[config.mk]
export PLATFORM = sky130hd
export DESIGN_NAME = load_scoreboard
export DESIGN_NICKNAME = d
export VERILOG_FILES = /design/src/design/gpr_pkg.sv /design/src/design/load_scoreboard.sv
export SDC_FILE = /design/constraint.sdc
export NUM_CORES = 1
export LEC_CHECK = 0
export BUFFER_PORTS_ARGS = -buffer_cell sky130_fd_sc_hd__buf_2
export CELL_PAD_IN_SITES_DETAIL_PLACEMENT = 1
export CELL_PAD_IN_SITES_GLOBAL_PLACEMENT = 1
export CORE_MARGIN = 2
export CORE_UTILIZATION = 35
export DETAILED_ROUTE_END_ITERATION = 10
export GPL_ROUTABILITY_DRIVEN = 0
export PLACE_DENSITY_LB_ADDON = 0.1
export SYNTH_ARGS = -nofsm -noshare
export SYNTH_HDL_FRONTEND = slang
export SYNTH_SLANG_ARGS = --single-unit
[constraint.sdc]
create_clock -name clk -period 2.5 [get_ports clk]
set_clock_uncertainty 0.2 [all_clocks]
set_input_delay 0.375 -clock clk [delete_from_list [all_inputs] [get_ports clk]]
set_output_delay 0.375 -clock clk [all_outputs]
set_load 0.005 [all_outputs]
[src/design/gpr_pkg.sv]
// Widths, register and hart types, write record, writeback source and commit record
package gpr_pkg;

    //////////////////////////////////////////////////////////////////////
    // Widths
    //////////////////////////////////////////////////////////////////////
    localparam int XLEN          = 32;              // Register data width
    localparam int REG_ADDR_W    = 5;               // Register number within a hart
    localparam int HART_ID_W     = 2;               // Covers up to 4 harts
    localparam int REGS_PER_HART = 1 << REG_ADDR_W; // 32 architectural registers

    //////////////////////////////////////////////////////////////////////
    // Basic types
    //////////////////////////////////////////////////////////////////////
    typedef logic [REG_ADDR_W-1:0] reg_addr_t;  // x0..x31
    typedef logic [XLEN-1:0]       word_t;      // Register contents
    typedef logic [HART_ID_W-1:0]  hart_id_t;   // Owning hart

    // One register write from a writeback source, 40 bits
    typedef struct packed {
        logic      valid;   // Write strobe
        hart_id_t  hart;    // Writer's own hart
        reg_addr_t addr;    // Destination register
        word_t     data;    // Result
    } gpr_write_t;

    // Which writer owns the granted write
    typedef enum logic {
        SRC_ALU  = 1'b0,
        SRC_LOAD = 1'b1
    } wb_src_e;

    // Granted write plus its source, 41 bits
    // Shared by the register bank and the load scoreboard
    typedef struct packed {
        gpr_write_t wr;
        wb_src_e    src;
    } gpr_commit_t;

endpackage
[src/design/load_scoreboard.sv]
// Per-hart busy bits for destination registers with a load outstanding
`timescale 1ns/1ps

module load_scoreboard #(
    parameter int NUM_HARTS = 4
) (
    input  logic                 clk,
    input  logic                 rst,
    input  logic                 load_issue,       // Load sent to memory
    input  gpr_pkg::hart_id_t    load_issue_hart,
    input  gpr_pkg::reg_addr_t   load_issue_rd,
    input  gpr_pkg::gpr_commit_t commit,           // Granted write from the arbiter
    input  gpr_pkg::hart_id_t    rd_hart,          // Decode side operands
    input  gpr_pkg::reg_addr_t   rs1_addr,
    input  gpr_pkg::reg_addr_t   rs2_addr,
    output logic                 rs1_busy,
    output logic                 rs2_busy
);

    import gpr_pkg::*;

    localparam int IDX_W = HART_ID_W + REG_ADDR_W;
    localparam int DEPTH = NUM_HARTS * REGS_PER_HART;

    logic [DEPTH-1:0]  busy;        // One bit per hart and register
    logic [IDX_W-1:0]  set_idx;
    logic [IDX_W-1:0]  clr_idx;
    logic              set_en;
    logic              clr_en;

    //////////////////////////////////////////////////////////////////////
    // Set and clear
    //////////////////////////////////////////////////////////////////////
    assign set_idx = {load_issue_hart, load_issue_rd};
    assign set_en  = load_issue && (load_issue_rd != '0);   // x0 never waits

    // Only a load result releases the register
    assign clr_idx = {commit.wr.hart, commit.wr.addr};
    assign clr_en  = commit.wr.valid && (commit.src == SRC_LOAD);

    always_ff @(posedge clk) begin
        if (rst) begin
            busy <= '0;
        end else begin
            if (clr_en) begin
                busy[clr_idx] <= 1'b0;
            end
            if (set_en) begin
                busy[set_idx] <= 1'b1;  // Later assignment, set wins
            end
        end
    end

    // Busy lookup straight from stored bits
    assign rs1_busy = busy[{rd_hart, rs1_addr}];
    assign rs2_busy = busy[{rd_hart, rs2_addr}];

endmodule

==> results of run 1 <==
==> through the flow <==
step / hold WS (ns) / std cells / TNS [ns]
global placement: 0.2692 / 1100 / -0.3950
detailed placement: 0.2827 / 1100 / -0.4061
CTS: 0.2027 / 1129 / -0.2131
global route: 0.2183 / 1129 / -0.3392
floorplan: 0.2589 / 782 / 0
finish: 0.2071 / 1129 / -0.2364
==> layout by cell type (no fill, tap or decap), types with 7 or more instances in the layout <==
cell type	Yosys	layout
nand2_1	162	160
a21oi_1	134	127
nand2b_1	10	10
mux2i_1	20	17
nor2b_1	19	14
nor3_1	8	7
dfxtp_2	0	10
buf_4	8	61
o21ai_0	124	124
nor2_1	26	26
mux4_2	57	61
nand3_1	10	10
dfxtp_1	128	118
nand4_1	9	9
buf_2	8	29
clkbuf_16	0	17
==> timing repair <==
action	4_1_cts	5_1_grt
endpoints found under the setup margin	2	2
pin swaps	5	12
resized for setup	22	30
==> layer usage <==
layer	routed length (µm)	GRT usage, %	part of all wire (%)
met5	0	0	0
met4	717	8.176	2.5
met3	1108	5.035	3.9
met2	14010	48.58	50
met1	12400	35.77	44
==> kinds of logic after synthesis <==
kind of cell,synth area share [%]
compound gates,19.60
buf+inv,3.387
flops,36.90
mux,24.34
simple gates,15.77
==> critical path, delay by kind of cell, from the launching register on <==
kind	cells	cell delay, ns
buffers and inverters	1	0.17
and+or+nand+nor	3	0.32
DFF	1	0.32
muxes	2	0.75
AOI/OAI and AO/OA	1	0.09
==> area by class of cell <==
class	count	area share (%)
clock inverter	6	1.230
clock buffer	24	5.752
sequential	128	30.12
timing repair buffer	100	9.031
multi-input combinational	606	49.99
tap	265	3.879
==> path summary, 6_finish.rpt <==
path | start | end | slack [ns] | depth (start not counted)
hold reg to reg | busy[94] | busy[94] | 0.29 | 2
hold / removal | rst | busy[61] | 0.21 | 2
setup / recovery | busy[31] | rs1_busy | -0.14 | 7
setup reg to reg | busy[88] | busy[88] | 1.58 | 2
==> power groups by stage <==
stage / logic (mW) / clock network, mW / registers [mW]
after global routing: 0.507 / 2.68 / 2.05
after floorplan: 0.237 / 0 / 2.10
after detailed placement: 0.459 / 0 / 2.10
after CTS: 0.469 / 2.60 / 2.05
after global placement: 0.449 / 0 / 2.10
final: 0.480 / 2.58 / 2.05
==> metrics, run 1 <==
outcome=finished with violations; failing checks=negative setup slack; hold_buf cts=0; Pint=3.882 mW; first-pass GRT wire length=42,860 µm; Syn Area/Cell=8.880 µm²; Reg clk slew, reported paths=0.06 ns; CTS Buf Count=17; core area=19,460 µm²; Max rail drop VDD=0.4523 mV; All-Layer GR Usage=28.04%; crit path kind=flip-flop to primary output; post-synth top area share=36.90%; Initial DRT Pass Iterations=5; CTS tree=done; Max stage delay on crit path=0.47 ns; Leak=2.847 nW; final slew viol count=0; Worst-Margin Slew=0.6875 ns; async set-reset flop share out of synthesis=0%; Ys Warns=0; crit-path cells=mux4_2, mux2_4, nand2_2, o211ai_1, nand4_1, nand4_1, buf_2; chip width=144.9 µm; Sw Pwr=1.228 mW; Synth Cell Area=6944 µm²; Multi-input gate area=4273 µm²; Largest Register=busy; Die Ht=144.9 µm; Tcrit/Tclk final=105.7%; top cells by area, synth=dfxtp_1 37%, mux4_2 18%, a21oi_1 9.7%; Filler Cell Count=2,238; Via Count=6,740; I/O Pins=65; Yosys cell types=26; Seq/Total Area, Yosys=36.90%; share of cells above drive strength 1=25.69%; CTS H-tree lvls=4; CP endpoint kind=primary output; minimum clock period=2.643 ns; clock network power share=50.4%; clock root buffer=clkbuf_16; Sequential Power Share=40.2%; f_max=378.4 MHz; fin util=43.92%; Final Cell Area=8548 µm²; Gate Count Post-Synth=782; slowest cell on the critical path=mux4_2; Top FF cell, synth=dfxtp_1; Site Rows=51; Hold Vio Cnt, Final=0; switch share=24.03%; Max Cap Viol=0; initial DRC count=448; CTS sink cnt=128; final setup violation count=2; top cells by count, synth=162 x nand2_1, 134 x a21oi_1, 128 x dfxtp_1; Pwr Total=5.110 mW; biggest area consumer among synthesized cells=dfxtp_1; initial cell density of the core=35.68%; PortBufs=32; antenna-violating nets left=0; syn nets=845; Worst Hold Class=input pin to flip-flop; area after detailed placement=7801 µm²; max reg flops=128; largest net degree at the start of global routing=49; Post-synth EDFFs=0; placed wire-length estimate=18,820 µm; Routed WL per cell=25.01 µm; Top Registers=busy: 128 flops; ant diodes=0; Clock Path Buffers=2; Setup WS pre-CTS=-0.2290 ns; fin worst setup slack=-0.1425 ns; die area=20,980 µm²; vias in the first global route=7,163; worst rel slew slack=54.00%; CP Data Arrival Time=2.07 ns; flip-flop and latch area=2575 µm²; insertion delay to the later sink of the worst-skew pair=0.42 ns; top-count cell post-synth=nand2_1; #FFs+latches synth=128; crit-path max FO=3; PwrDens=597.8 nW/µm²; P&R area growth vs syn=23.10%; fin nets=916; CP dominant cell by count=nand4_1; post-DR vias/cell=5.970; drc violations=0; Gate power share=9.4%; gr ovfl total=0; initial antenna violation count=0; RSZ-0062 raised after global routing=true; startpoint types=flip-flop; Worst EP required=1.92 ns; setup repair bufs after CTS=0; wirelength, routed=28,230 µm
No activity file was read; power rests on OpenSTA's default activity.
==> run 2, diff against run 1 <==
- SETUP_SLACK_MARGIN: default -> 0.5
==> run 2 against run 1 <==
Against the previous run:
- the flow still finishes with violations (negative setup slack)
- design area down 0.81%
- cell count unchanged
- first-iteration DRC count fell by 13%
- critical path depth grew 1
- sequential share of layout area increased by 0.19 points
- combinational power fell by 1%
- worst setup slack improved by 0.0096 ns
- utilization decreased by 0.35 points
- maximum frequency grew 0.36%
- clock power down 4%
- power shrank 2.2%
- critical path type unchanged
==> metrics, run 2 (same netlist as run 1, synthesis figures left out) <==
hold path start=load_issue_rd[0]; first-pass GRT wire length=42,430 µm (-1.0%); fin util=43.57% (-0.35 points); R2R Path Start=busy[11]; initial antenna violation count=0 (unchanged); Pint=3.736 mW (-3.8%); fin worst setup slack=-0.1329 ns (+0.009596 ns); Max rail drop VDD=0.4457 mV (-1.4%); failing checks=negative setup slack; CTS sink cnt=128 (unchanged); crit path kind=flip-flop to primary output; crit-path cells=mux4_2, nor2b_1, a21oi_1, buf_4, a22oi_2, nand3_1, nand4_1, buf_2; Worst-Margin Slew=0.6253 ns (-0.06220 ns); Max Cap Viol=0 (unchanged); Reg clk slew, reported paths=0.06 ns (about the same); FF-to-FF setup slack=1.55 ns (-0.03 ns); P&R area growth vs syn=22.11%; All-Layer GR Usage=28.02% (about the same); setup repair bufs after CTS=0 (unchanged); f_max=379.8 MHz (+0.36%); insertion delay to the later sink of the worst-skew pair=0.43 ns (about the same); Gate power share=9.5% (about the same); worst rel slew slack=58.16% (+4.2 points); hold_buf cts=0 (unchanged); Tcrit/Tclk final=105.3% (-0.38 points); Top Registers=busy: 128 flops; max reg flops=128 (unchanged); area after detailed placement=7841 µm² (+0.51%); die area=20,980 µm² (unchanged); Final Cell Area=8479 µm² (-0.81%); core area=19,460 µm² (unchanged); most frequent cells in the layout=161 x nand2_1, 129 x a21oi_1, 124 x o21ai_0; Pwr Total=4.995 mW (-2.2%); drc violations=0 (unchanged); hold path depth=5 (+3); reg-to-reg critical path endpoint=busy[11]; clock root buffer=clkbuf_16; non-filler instance count after layout=1,129 (unchanged); initial cell density of the core=35.68% (unchanged); dpl cells=1,097 (-0.27%); antenna-violating nets left=0 (unchanged); Largest Register=busy; slowest cell on the critical path=mux4_2; ant diodes=0 (unchanged); Crit path max-delay family=multiplexers; placed wire-length estimate=18,490 µm (-1.7%); switch share=25.21% (+1.2 points); Via Count=6,706 (-0.50%); outcome=finished with violations; crit-path max FO=3 (unchanged); PortBufs=32 (unchanged); post-DR vias/cell=5.940 (-0.50%); Leak=2.836 nW (-0.38%); Site Rows=51 (unchanged); Hold Vio Cnt, Final=0 (unchanged); CTS Buf Count=17 (unchanged); share of cells above drive strength 1=23.84% (-1.9 points); worst r2r path cells=2 (unchanged); vias in the first global route=6,950 (-3.0%); Sw Pwr=1.259 mW (+2.6%); final slew viol count=0 (unchanged); leading cell type in the layout, fill and taps excluded=nand2_1; fin nets=914 (-0.22%); CTS tree=done; CP bufs+invs=2 (+1); clock network power share=49.4% (-1.0 points); Sequential Power Share=41.1% (+0.9 points); CP Data Arrival Time=2.06 ns (about the same); final setup violation count=2 (unchanged); wirelength, routed=27,950 µm (-0.98%); I/O Pins=65 (unchanged); gr ovfl total=0 (unchanged); RSZ-0062 raised after global routing=true; Routed WL per cell=24.76 µm (-0.98%); Worst Hold Class=input pin to flip-flop; Worst EP required=1.92 ns (about the same); startpoint types=flip-flop; Max stage delay on crit path=0.46 ns (about the same); CTS H-tree lvls=4 (unchanged); PwrDens=589.1 nW/µm² (-1.5%); largest net degree at the start of global routing=129 (+160%); Clock Path Buffers=2 (unchanged); CP endpoint kind=primary output; Initial DRT Pass Iterations=4 (-1); initial DRC count=390 (-13%); chip width=144.9 µm (unchanged); minimum clock period=2.633 ns (-0.009596 ns); hold endpoint=busy[104]; Die Ht=144.9 µm (unchanged)
run 2: how the worst max path moves through the flow:
stage	cells after the start	from	end	slack, ns
2_1_floorplan	7	rs1_addr[2]	rs1_busy	0.41
3_3_place_gp	8	rs1_addr[0]	rs1_busy	-0.19
3_5_place_dp	8	rs1_addr[0]	rs1_busy	-0.18
4_1_cts	8	busy[94]	rs2_busy	-0.14
5_1_grt	8	busy[94]	rs2_busy	-0.24
6_report	8	busy[94]	rs1_busy	-0.13
run 2: area by class of cell:
type / count / area [µm²]
clock buffers: 22 / 464.2
clock inverters: 10 / 111.4
fillers: 2253 / 10980
multi-input cells: 606 / 4198
flip-flops and latches: 128 / 2570
well taps: 265 / 331.6
repair buffers: 98 / 804.5
run 2: per-layer routing:
layer	GRT usage (%)	share of wire [%]
met4	7.460	1.8
met5	0	0
met2	47.52	49
met3	5.035	4.4
met1	36.89	44
run 2: repair_timing:
action / in CTS / in global routing
endpoints found under the setup margin: 2 / 2
pin swaps: 4 / 5
gates resized for setup: 13 / 9
run 2: through the flow:
stage,hold WS (ns),setup WS [ns],setup TNS (ns)
4_1_cts,0.2392,-0.1382,-0.2717
6_report,0.2508,-0.1329,-0.2440
2_1_floorplan,0.2589,0.4085,0
5_1_grt,0.2483,-0.2373,-0.4217
3_5_place_dp,0.2843,-0.1833,-0.3333
3_3_place_gp,0.2679,-0.1865,-0.3154
run 2: worst min-delay path, cell delays in order:
cell,delay [ns]
buf_2,0.13
nor3_1,0.06
buf_4,0.15
nand2_1,0.06
a21oi_1,0.05
run 2: power groups by stage:
stage	Sequential [mW]	Combinational, mW	Clock [mW]
after floorplan	2.10	0.247	0
after global placement	2.10	0.456	0
after detailed placement	2.10	0.463	0
after CTS	2.05	0.469	2.50
after global routing	2.05	0.501	2.61
final	2.05	0.473	2.47
