File: src/design/gpr_pkg.sv
// Widths, register and hart types, write record, writeback source and commit record
package gpr_pkg;

    //////////////////////////////////////////////////////////////////////
    // Widths
    //////////////////////////////////////////////////////////////////////
    localparam int XLEN          = 32;              // Register data width
    localparam int REG_ADDR_W    = 5;               // Register number within a hart
    localparam int HART_ID_W     = 2;               // Covers up to 4 harts
    localparam int REGS_PER_HART = 1 << REG_ADDR_W; // 32 architectural registers

    //////////////////////////////////////////////////////////////////////
    // Basic types
    //////////////////////////////////////////////////////////////////////
    typedef logic [REG_ADDR_W-1:0] reg_addr_t;  // x0..x31
    typedef logic [XLEN-1:0]       word_t;      // Register contents
    typedef logic [HART_ID_W-1:0]  hart_id_t;   // Owning hart

    // One register write from a writeback source, 40 bits
    typedef struct packed {
        logic      valid;   // Write strobe
        hart_id_t  hart;    // Writer's own hart
        reg_addr_t addr;    // Destination register
        word_t     data;    // Result
    } gpr_write_t;

    // Which writer owns the granted write
    typedef enum logic {
        SRC_ALU  = 1'b0,
        SRC_LOAD = 1'b1
    } wb_src_e;

    // Granted write plus its source, 41 bits
    // Shared by the register bank and the load scoreboard
    typedef struct packed {
        gpr_write_t wr;
        wb_src_e    src;
    } gpr_commit_t;

endpackage
File: src/design/wb_arbiter.sv
// Write-port arbiter for ALU and load writeback with a two-entry load holding queue
`timescale 1ns/1ps

module wb_arbiter (
    input  logic                 clk,
    input  logic                 rst,
    input  gpr_pkg::gpr_write_t  alu_wr,     // Fixed priority writer
    input  gpr_pkg::gpr_write_t  load_wr,    // Late load result
    output gpr_pkg::gpr_commit_t commit,     // One granted write per cycle
    output logic                 load_full   // Queue holds two entries
);

    import gpr_pkg::*;

    localparam int Q_DEPTH = 2;

    //////////////////////////////////////////////////////////////////////
    // Holding queue state
    //////////////////////////////////////////////////////////////////////
    gpr_write_t  q_mem [Q_DEPTH];   // Losing loads, oldest at q_rd_ptr
    logic        q_wr_ptr;          // Tail slot
    logic        q_rd_ptr;          // Head slot
    logic [1:0]  q_count;           // 0..2 entries

    logic        q_empty;
    logic        q_pop;             // Head granted this cycle
    logic        q_push;            // New load parked this cycle
    logic        load_direct;       // New load granted straight through

    assign q_empty   = (q_count == '0);
    assign load_full = (q_count == 2'(Q_DEPTH));

    //////////////////////////////////////////////////////////////////////
    // Grant
    //////////////////////////////////////////////////////////////////////

    // ALU first, then oldest queued load, then a fresh load
    always_comb begin
        commit      = '0;
        q_pop       = 1'b0;
        load_direct = 1'b0;
        if (alu_wr.valid) begin
            commit.wr  = alu_wr;
            commit.src = SRC_ALU;
        end else if (!q_empty) begin
            commit.wr  = q_mem[q_rd_ptr];
            commit.src = SRC_LOAD;
            q_pop      = 1'b1;          // Drain one per idle ALU cycle
        end else if (load_wr.valid) begin
            commit.wr   = load_wr;
            commit.src  = SRC_LOAD;
            load_direct = 1'b1;
        end
    end

    // A loser joins the tail; load presented while full is dropped
    assign q_push = load_wr.valid && !load_direct && !load_full;

    //////////////////////////////////////////////////////////////////////
    // Queue update
    //////////////////////////////////////////////////////////////////////
    always_ff @(posedge clk) begin
        if (rst) begin
            q_wr_ptr <= 1'b0;
            q_rd_ptr <= 1'b0;
            q_count  <= '0;
        end else begin
            if (q_push) begin
                q_wr_ptr <= ~q_wr_ptr;
            end
            if (q_pop) begin
                q_rd_ptr <= ~q_rd_ptr;
            end
            case ({q_push, q_pop})
                2'b10:   q_count <= q_count + 2'd1;
                2'b01:   q_count <= q_count - 2'd1;
                default: q_count <= q_count;    // Both or neither
            endcase
        end
    end

    // Entry storage
    always_ff @(posedge clk) begin
        if (q_push) begin
            q_mem[q_wr_ptr] <= load_wr;
        end
    end

endmodule

File: config.mk
export PLATFORM = sky130hd
export DESIGN_NAME = wb_arbiter
export DESIGN_NICKNAME = d
export VERILOG_FILES = /design/src/design/gpr_pkg.sv /design/src/design/wb_arbiter.sv
export SDC_FILE = /design/constraint.sdc
export NUM_CORES = 1
export LEC_CHECK = 0
export BUFFER_PORTS_ARGS = -buffer_cell sky130_fd_sc_hd__buf_4
export CAP_MARGIN = 20
export CELL_PAD_IN_SITES_DETAIL_PLACEMENT = 0
export CELL_PAD_IN_SITES_GLOBAL_PLACEMENT = 1
export CORE_MARGIN = 2
export CORE_UTILIZATION = 40
export DETAILED_ROUTE_END_ITERATION = 10
export PLACE_DENSITY = 0.86
export REMOVE_ABC_BUFFERS = 1
export SYNTH_ARGS = -nofsm -noshare
export SYNTH_HDL_FRONTEND = slang
export SYNTH_SLANG_ARGS = --single-unit
File: constraint.sdc
create_clock -name clk -period 4.3 [get_ports clk]
set_input_delay 0.43 -clock clk [delete_from_list [all_inputs] [get_ports clk]]
set_output_delay 0.43 -clock clk [all_outputs]
set_load 0.01 [all_outputs]
==> impl_metrics.yaml, run 1 <==
layout:
  layout_commonest_cell: "buf_4"
  antenna-diode-count: 0
  nets: 528
  syn_to_final_growth_pct: 28.7
  drive_gt1_share_pct: 41.4
  final_cell_mix: "buf_4, edfxtp_1, nor2b_1, a21oi_1, mux2_2"
  fill_cells: 919
clock_network:
  path_clk_slew_ns: 0.08
  hold_buffers: 0
  cts.path.max_buffers: 2
  cts-resized-gates: 0
  cts_tree: "built"
  clkLatencyLatePin_ns: 0.34
  cts_setup_buffers: 0
  htreeDepth: 3
  cts_sinks: 85
  numCtsBuffers: 9
  root_buffer: "clkbuf_8"
min_path:
  holdPathStages: 1
  hold_class: "input port to register"
power:
  max-vdd-ir-drop_mv: 0.429
  cellLeakagePower_nw: 1.96
  power_frac_comb_pct: 35.1
  p_int_mw: 1.75
  clkPwrFrac_pct: 22.2
  switching_share_pct: 31.7
  powerDensity_nw_per_um2: 483
  seqPwrFrac_pct: 42.7
  switchingPower_mw: 0.814
logic_synthesis:
  synth_seq_cells: 85
  ys_warn_count: 0
  syn_avg_cell_area_um2: 12.3
  postSynthCellCount: 336
  synth_area_um2: 4130
  ys_types: 23
  seq_area_frac_synth_pct: 60.6
worst_setup_path:
  crit_type: "register to output pin"
  crit_end: "commit[39]"
  critical_path_arrival_ns: 2.15
  worst-path-max-fanout: 43
  worstRegToRegCells: 5
  critPathCaptureType: "output pin"
  crit_required_ns: 3.87
  crit_start: "q_count[0]"
  cp-start-kind: "register"
  r2r-end: "q_count[1]"
  reg2reg_from: "q_count[0]"
  r2r_slack_ns: 2.02
routing:
  drt-initial-drc-count: 93
  dr.pass1.iters: 4
  postRouteWirelength_um: 8590
  drc: 0
  drtAntennaViolNets: 0
  wl_per_cell_um: 14.7
  vias: 2904
  via_per_inst: 4.96
die:
  core.rowCount: 37
  die-width_um: 106
  ios: 124
  core-area_um2: 10200
  die_h_um: 106
  die_area_um2: 11200
  start_util_pct: 40.6
grt:
  first_global_vias: 2791
  antenna_found_initial: 0
  grt_max_degree: 85
  grt.total_usage_pct: 15.0
  use_met3_pct: 2.97
  met1_usage_pct: 17.9
  grt_pass1_wl_um: 13200
  top_usage_layer: "met2"
  met2_usage_pct: 26.7
  grt.overflow.total: 0
timing:
  setup_ws_ns: 1.72
  finalCritPeriodShare_pct: 60.1
  fmax_ghz: 0.387
  tightestPinTransition_ns: 1.03
  finClkSkew_ns: 0.00812
  slew_headroom_pct: 31.0
  final_hold_viol_count: 0
  rsz0062_at_grt: "false"
  slew_violations: 0
  fin_setup_tns_ns: 0
  fin_crit_ns: 2.58
  setup-violations-final: 0
place:
  io_buffers: 123
  dp_hpwl_um: 5220
  gp_congestion: 0.697
  preCtsSetupSlack_ns: 1.54
flow_run:
  drv_cap: 0
status:
  outcome: "finished, final reports clean"
synthesized netlist by cell type, drive strengths merged:
cell,count,area [um2]
edfxtp,80,2400
a21oi,42,210
nor2b,42,263
mux2,40,450
a31oi,39,244
nand2,39,146
buf,17,139
clkbuf,11,41.3
nor2,9,48.8
dfxtp,5,100
o21ai,3,18.8
or3,2,12.5
a211oi,1,7.51
ha,1,12.5
inv,1,3.75
o21bai,1,7.51
or2,1,6.26
xnor2,1,8.76
xor2,1,8.76
flip-flops by register name, indices dropped and copies added, names as in the netlist, named ones only:
name / cells
q_rd_ptr: 1
q_mem: 80
q_wr_ptr: 1
q_count: 2
power by group through the flow:
stage | clock [mW] | sequential (mW) | combinational (mW)
floorplan | 0 | 1.10 | 0.523
global placement | 0 | 1.11 | 0.874
global route | 0.617 | 1.11 | 0.992
detailed placement | 0 | 1.12 | 0.889
CTS | 0.585 | 1.10 | 0.893
finish | 0.570 | 1.10 | 0.901
worst min path at each step:
| stage | start | end | slack (ns) |
|---|---|---|---|
| 6_report | load_wr[12] | q_mem[1][12] | 0.28 |
| 5_1_grt | load_wr[34] | q_mem[0][34] | 0.26 |
| 4_1_cts | load_wr[26] | q_mem[0][26] | 0.26 |
| 3_5_place_dp | q_rd_ptr | register | 0.50 |
| 3_3_place_gp | q_rd_ptr | register | 0.48 |
| 2_1_floorplan | q_rd_ptr | register | 0.47 |
final cells by class:
cell class                      count  area (um2)  area share (%)
Inverter                            1        3.75          0.0706
Clock buffer                        9         124            2.33
Multi-Input combinational cell    222        1460            27.5
Clock inverter                      6        78.8            1.48
Timing Repair Buffer              126         978            18.4
Tap cell                          136         170            3.20
Sequential cell                    85        2500            47.1
worst max-delay path, cell delays in order (launching register included):
cell and delay, ns:
dfxtp_1 0.40, nor2_4 0.81, a31oi_1 0.19, a21oi_1 0.24
buf_4 0.16
per-layer routing:
layer / vias to the layer above / wire length, um
li1: 1454 / -
met1: 1365 / 3660
met2: 77 / 4420
met3: 8 / 408
met4: 0 / 97
met5: - / 0
stage by stage:
step / total power [mW] / cell area [um2] / std cells / utilization (%) / hold WS, ns
finish: 2.57 / 5320 / 585 / 52.2 / 0.281
global route: 2.72 / 5320 / 585 / 52.2 / 0.259
CTS: 2.58 / 5270 / 583 / 51.8 / 0.262
detailed placement: 2.01 / 5070 / 568 / 49.8 / 0.498
global placement: 1.99 / 5070 / 568 / 49.8 / 0.478
floorplan: 1.62 / 3950 / 308 / - / 0.474
kinds of logic (layout without fill, tap and decap cells):
kind of cell	Yosys count	in the layout	share of synthesized area (%)
AND/OR/NAND/NOR	93	93	11.5
AO/OA/AOI/OAI	86	86	11.8
flip-flops	85	85	60.6
multiplexers	40	40	10.9
buffers and inverters	29	142	4.45
XOR/XNOR	2	2	0.424
adder cells (fa/ha/maj)	1	1	0.303
No activity file was read; power rests on OpenSTA's default activity.
==> inputs of run 2 (changes only) <==
==> constraint.sdc (replaced) <==
create_clock -name clk -period 2.4 [get_ports clk]
set_input_delay 0.24 -clock clk [delete_from_list [all_inputs] [get_ports clk]]
set_output_delay 0.24 -clock clk [all_outputs]
set_load 0.01 [all_outputs]
==> run 2 against run 1 <==
  * Clock skew is 0.00078 ns higher
  * Sequential share of layout area is 0.25 points lower
  * Die area stayed put
  * First-iteration DRC count is 7.5% higher
  * Total power is 80% higher
  * Flip-flop and latch count stayed put
  * Register-to-register slack worse by 1.5 ns
  * Utilization is 0.28 points higher
  * Clock-buffer cell count stayed put
  * Non-clock buffer count is 7 higher
  * Worst hold slack worse by 0.20 ns
  * Clock power is 75% higher
  * Largest cell class unchanged
==> impl_metrics.yaml, run 2 (synthesis results as in run 1) <==
grt:
  grt.total_usage_pct: 16.1
  antenna_found_initial: 0
  grt.overflow.total: 0
  grt_pass1_wl_um: 14200
  grt_max_degree: 83
  first_global_vias: 2956
timing:
  fin_setup_tns_ns: 0
  final_hold_viol_count: 0
  whs_ns: 0.0847
  slew_headroom_pct: 54.8
  tightestPinTransition_ns: 0.678
  fmax_ghz: 0.467
  slew_violations: 0
  finClkSkew_ns: 0.00890
  fin_crit_ns: 2.14
  finalCritPeriodShare_pct: 89.2
  rsz0062_at_grt: "false"
  setup-violations-final: 0
power:
  p_total_mw: 4.62
  clkPwrFrac_pct: 21.6
  p_int_mw: 3.09
  powerDensity_nw_per_um2: 865
  switching_share_pct: 33.2
  switchingPower_mw: 1.54
  power_frac_comb_pct: 36.7
  seqPwrFrac_pct: 41.6
  max-vdd-ir-drop_mv: 0.381
  cellLeakagePower_nw: 1.97
worst_setup_path:
  crit_slowest_cell: "nor2_4"
  worst-path-max-fanout: 19
  critPathCaptureType: "output pin"
  crit_start: "q_count[0]"
  path_cells: "nor2_4 -> buf_4 -> a31oi_1 -> a21oi_1 -> buf_4"
  crit_required_ns: 2.16
  cp_common_cell: "buf_4"
  critical_path_arrival_ns: 1.90
  max_stage_delay_ns: 0.42
  crit_type: "register to output pin"
  reg2reg_from: "q_count[0]"
  cp-start-kind: "register"
clock_network:
  htreeDepth: 3
  clkLatencyLatePin_ns: 0.34
  numCtsBuffers: 9
  hold_buffers: 0
  root_buffer: "clkbuf_8"
  cts_tree: "built"
  cts-resized-gates: 0
  cts_setup_buffers: 0
  cts_sinks: 85
  path_clk_slew_ns: 0.09
  cts.path.max_buffers: 2
routing:
  wl_per_cell_um: 15.0
  vias: 2967
  top_layer: "met4"
  via_per_inst: 5.00
  dr.pass1.iters: 4
  drtAntennaViolNets: 0
  wl_met1_um: 3780
  drt-initial-drc-count: 100
  routed-wl-met2_um: 4550
  postRouteWirelength_um: 8920
  drc: 0
  wl_met3_um: 512
layout:
  drive_gt1_share_pct: 42.5
  nets: 535
  utilization_pct: 52.5
  reg.largest.list: "q_mem: 80 flops, q_count: 2 flops"
  final_cell_mix: "buf_4, edfxtp_1, nor2b_1, a21oi_1, mux2_2"
  syn_to_final_growth_pct: 29.4
  largest_reg_flops: 80
  regMostFlops: "q_mem"
  layout_commonest_cell: "buf_4"
  antenna-diode-count: 0
status:
  outcome: "finished, final reports clean"
die:
  ios: 124
  die_area_um2: 11200
  die_h_um: 106
  die-width_um: 106
  start_util_pct: 40.6
  core-area_um2: 10200
  core.rowCount: 37
place:
  gp_congestion: 0.706
  io_buffers: 123
  dp_hpwl_um: 5820
flow_run:
  drv_cap: 0
min_path:
  worstHoldStart: "load_wr[28]"
  hold_class: "input port to register"
-- run 2: cell types whose count changed in the layout (fill, tap and decap cells not counted), sizes merged --
cell      change
buf           +7
clkinv        -1
bufinv        -1
clkinvlp      +2
inv           +1
-- run 2: power by group through the flow --
stage	clock network, mW	registers (mW)	logic (mW)
after floorplan	0	1.97	0.937
after global placement	0	1.95	1.70
after detailed placement	0	1.96	1.73
after CTS	1.03	1.93	1.73
after global routing	1.09	1.95	1.86
final	1.00	1.93	1.70
-- run 2: stage by stage --
| stage | cell area [um2] | std cells | setup WS, ns |
|---|---|---|---|
| after floorplan | 3950 | 308 | -0.320 |
| after global placement | 5150 | 577 | 0.620 |
| after detailed placement | 5150 | 577 | 0.571 |
| after CTS | 5350 | 593 | 0.191 |
| after global routing | 5350 | 593 | 0.0622 |
| final | 5350 | 593 | 0.258 |
-- run 2: metal layers --
layer  vias to the layer above  GRT usage [%]
li1                       1467              -
met1                      1413           19.4
met2                        80           28.3
met3                         7           4.02
met4                         0           4.79
met5                         -              0
-- run 2: path summary, 6_finish.rpt --
path,depth (start not counted),to,slack [ns]
hold / removal,1,q_mem[1][28],0.08
setup reg to reg,5,q_count[1],0.56
hold reg to reg,2,register,0.50
setup / recovery,5,commit[16],0.26
-- run 2: layout make-up --
cell class / instances / area (um2)
Timing Repair Buffer: 133 / 1010
Tap cell: 136 / 170
Fill cell: 939 / 4840
Sequential cell: 85 / 2500
Multi-Input combinational cell: 222 / 1460
Inverter: 1 / 3.75
Clock buffer: 9 / 124
Clock inverter: 7 / 75.1
-- run 2: worst max-delay path: cells and delay by family, from the launching register on --
| family | cells | cell delay [ns] |
|---|---|---|
| compound gates | 2 | 0.30 |
| buf+inv | 2 | 0.43 |
| simple gates | 1 | 0.42 |
| flops | 1 | 0.40 |
==> inputs of run 3 (changes only) <==
--- a/config.mk
+++ b/config.mk
@@ -12,7 +12,7 @@
 export CORE_MARGIN = 2
 export CORE_UTILIZATION = 40
 export DETAILED_ROUTE_END_ITERATION = 10
-export PLACE_DENSITY = 0.86
+export PLACE_DENSITY = 0.8
 export REMOVE_ABC_BUFFERS = 1
 export SYNTH_ARGS = -nofsm -noshare
 export SYNTH_HDL_FRONTEND = slang
==> run 3 against run 2 <==
  * Register-to-register slack better by 0.12 ns
  * Die area stayed put
  * Combinational power hardly changed
  * Utilization is 0.32 points higher
  * Critical path depth stayed put
  * Clock-buffer cell count is 1 higher
  * Critical endpoint is now commit[15]
  * Final cell count is 0.17% lower
  * Clock power is 18% higher
  * Sequential power hardly changed
  * Total power is 3.6% higher
  * Wire length is 2.5% lower
==> impl_metrics.yaml, run 3 (synthesis results as in run 1) <==
layout:
  reg.largest.list: "q_mem: 80 flops, q_count: 2 flops"
  utilization_pct: 52.8
  final_cell_mix: "buf_4, edfxtp_1, nor2b_1, a21oi_1, mux2_2"
  syn_to_final_growth_pct: 30.2
  drive_gt1_share_pct: 42.3
  final_cells: 592
  antenna-diode-count: 0
  nets: 534
  layout_commonest_cell: "buf_4"
  largest_reg_flops: 80
  design_area_um2: 5380
  regMostFlops: "q_mem"
routing:
  dr.pass1.iters: 4
  drt-initial-drc-count: 146
  drc: 0
  drtAntennaViolNets: 0
  postRouteWirelength_um: 8700
  wl_per_cell_um: 14.7
  vias: 3021
  via_per_inst: 5.10
die:
  core.rowCount: 37
  die_area_um2: 11200
  die-width_um: 106
  ios: 124
  start_util_pct: 40.6
  die_h_um: 106
  core-area_um2: 10200
timing:
  slew_violations: 0
  rsz0062_at_grt: "false"
  finalCritPeriodShare_pct: 85.3
  slew_headroom_pct: 54.1
  fin_setup_tns_ns: 0
  final_hold_viol_count: 0
  fin_crit_ns: 2.05
  finClkSkew_ns: 0.00871
  whs_ns: 0.0831
  tightestPinTransition_ns: 0.689
  fmax_ghz: 0.489
  setup-violations-final: 0
worst_setup_path:
  max_stage_delay_ns: 0.50
  reg2reg_from: "q_count[1]"
  r2r_slack_ns: 0.68
  crit_slowest_cell: "dfxtp_1"
  crit_type: "register to output pin"
  critical_path_arrival_ns: 1.81
  crit_required_ns: 2.16
  r2r-end: "q_count[1]"
  worstRegToRegCells: 5
  cp_common_cell: "buf_4"
  cp-start-kind: "register"
  worst-path-max-fanout: 40
  path_cells: "or2_1 -> buf_4 -> nand2_1 -> a21oi_1 -> buf_4"
  critPathCaptureType: "output pin"
place:
  placed_cells: 576
  io_buffers: 123
  dp_hpwl_um: 5720
  postPlaceCellArea_um2: 5140
  gp_congestion: 0.721
grt:
  grt_max_degree: 83
  grt.total_usage_pct: 16.0
  grt_pass1_wl_um: 14300
  first_global_vias: 3085
  grt.overflow.total: 0
  antenna_found_initial: 0
power:
  p_int_mw: 3.29
  switching_share_pct: 31.3
  clkPwrFrac_pct: 24.6
  switchingPower_mw: 1.50
  seqPwrFrac_pct: 39.6
  powerDensity_nw_per_um2: 890
  cellLeakagePower_nw: 1.99
  power_frac_comb_pct: 35.8
  max-vdd-ir-drop_mv: 0.561
min_path:
  holdPathStages: 1
  min_to: "q_mem[1][33]"
  worstHoldStart: "load_wr[33]"
  hold_class: "input port to register"
clock_network:
  cts.path.max_buffers: 2
  clkLatencyLatePin_ns: 0.34
  htreeDepth: 3
  path_clk_slew_ns: 0.09
  cts_tree: "built"
  numCtsBuffers: 9
  hold_buffers: 0
  cts-resized-gates: 0
  cts_setup_buffers: 0
  root_buffer: "clkbuf_8"
  cts_sinks: 85
flow_run:
  drv_cap: 0
status:
  outcome: "finished, final reports clean"
## run 3: changes by cell type in the layout (fill, tap and decap cells not counted)
cell        previous run  this run
clkbuf_1               0         1
clkinv_1               1         0
clkinvlp_4             2         1
clkinv_2               0         1
bufinv_16              1         3
clkinv_4               2         1
inv_6                  1         0
buf_4                132       131
## run 3: power by group through the flow
stage | Clock, mW | Combinational (mW) | Sequential, mW
after floorplan | 0 | 0.937 | 1.97
after global placement | 0 | 1.71 | 1.92
after detailed placement | 0 | 1.74 | 1.93
after CTS | 1.21 | 1.75 | 1.90
after global routing | 1.26 | 1.90 | 1.92
final | 1.18 | 1.71 | 1.90
## run 3: worst max-delay path by stage
stage | startpoint | end | slack, ns | cells past startpoint
global route | q_count[0] | commit[38] | 0.18 | 5
detailed placement | q_count[0] | commit[37] | 0.70 | 5
CTS | q_count[0] | commit[37] | 0.29 | 5
floorplan | q_count[0] | q_mem[0][0] | -0.32 | 2
finish | q_count[0] | commit[15] | 0.35 | 5
global placement | q_count[0] | commit[37] | 0.74 | 5
## run 3: area by class of cell
| type | count | area, um2 |
|---|---|---|
| fill | 896 | 4800 |
| timing repair buffer | 132 | 1000 |
| multi-input combinational | 222 | 1460 |
| clock buffer | 10 | 128 |
| clock inverter | 6 | 111 |
| tap | 136 | 170 |
| inverter | 1 | 3.75 |
| sequential | 85 | 2500 |
## run 3: metrics by stage
stage          setup slack [ns]  power, mW
6_report                  0.354       4.79
5_1_grt                   0.182       5.08
4_1_cts                   0.292       4.85
3_5_place_dp              0.696       3.67
3_3_place_gp              0.744       3.63
2_1_floorplan            -0.320       2.91
## run 3: worst max-delay path: cells and delay by family, from the launching register on
kind	cells	cell delay (ns)
AOI/OAI and AO/OA	1	0.16
buffers and inverters	2	0.52
and+or+nand+nor	2	0.28
DFF	1	0.50
## run 3: metal layers
layer,wire length [um],GRT usage [%]
met3,511,2.84
met2,4370,27.8
met4,102,6.39
met1,3720,19.7
met5,0,0
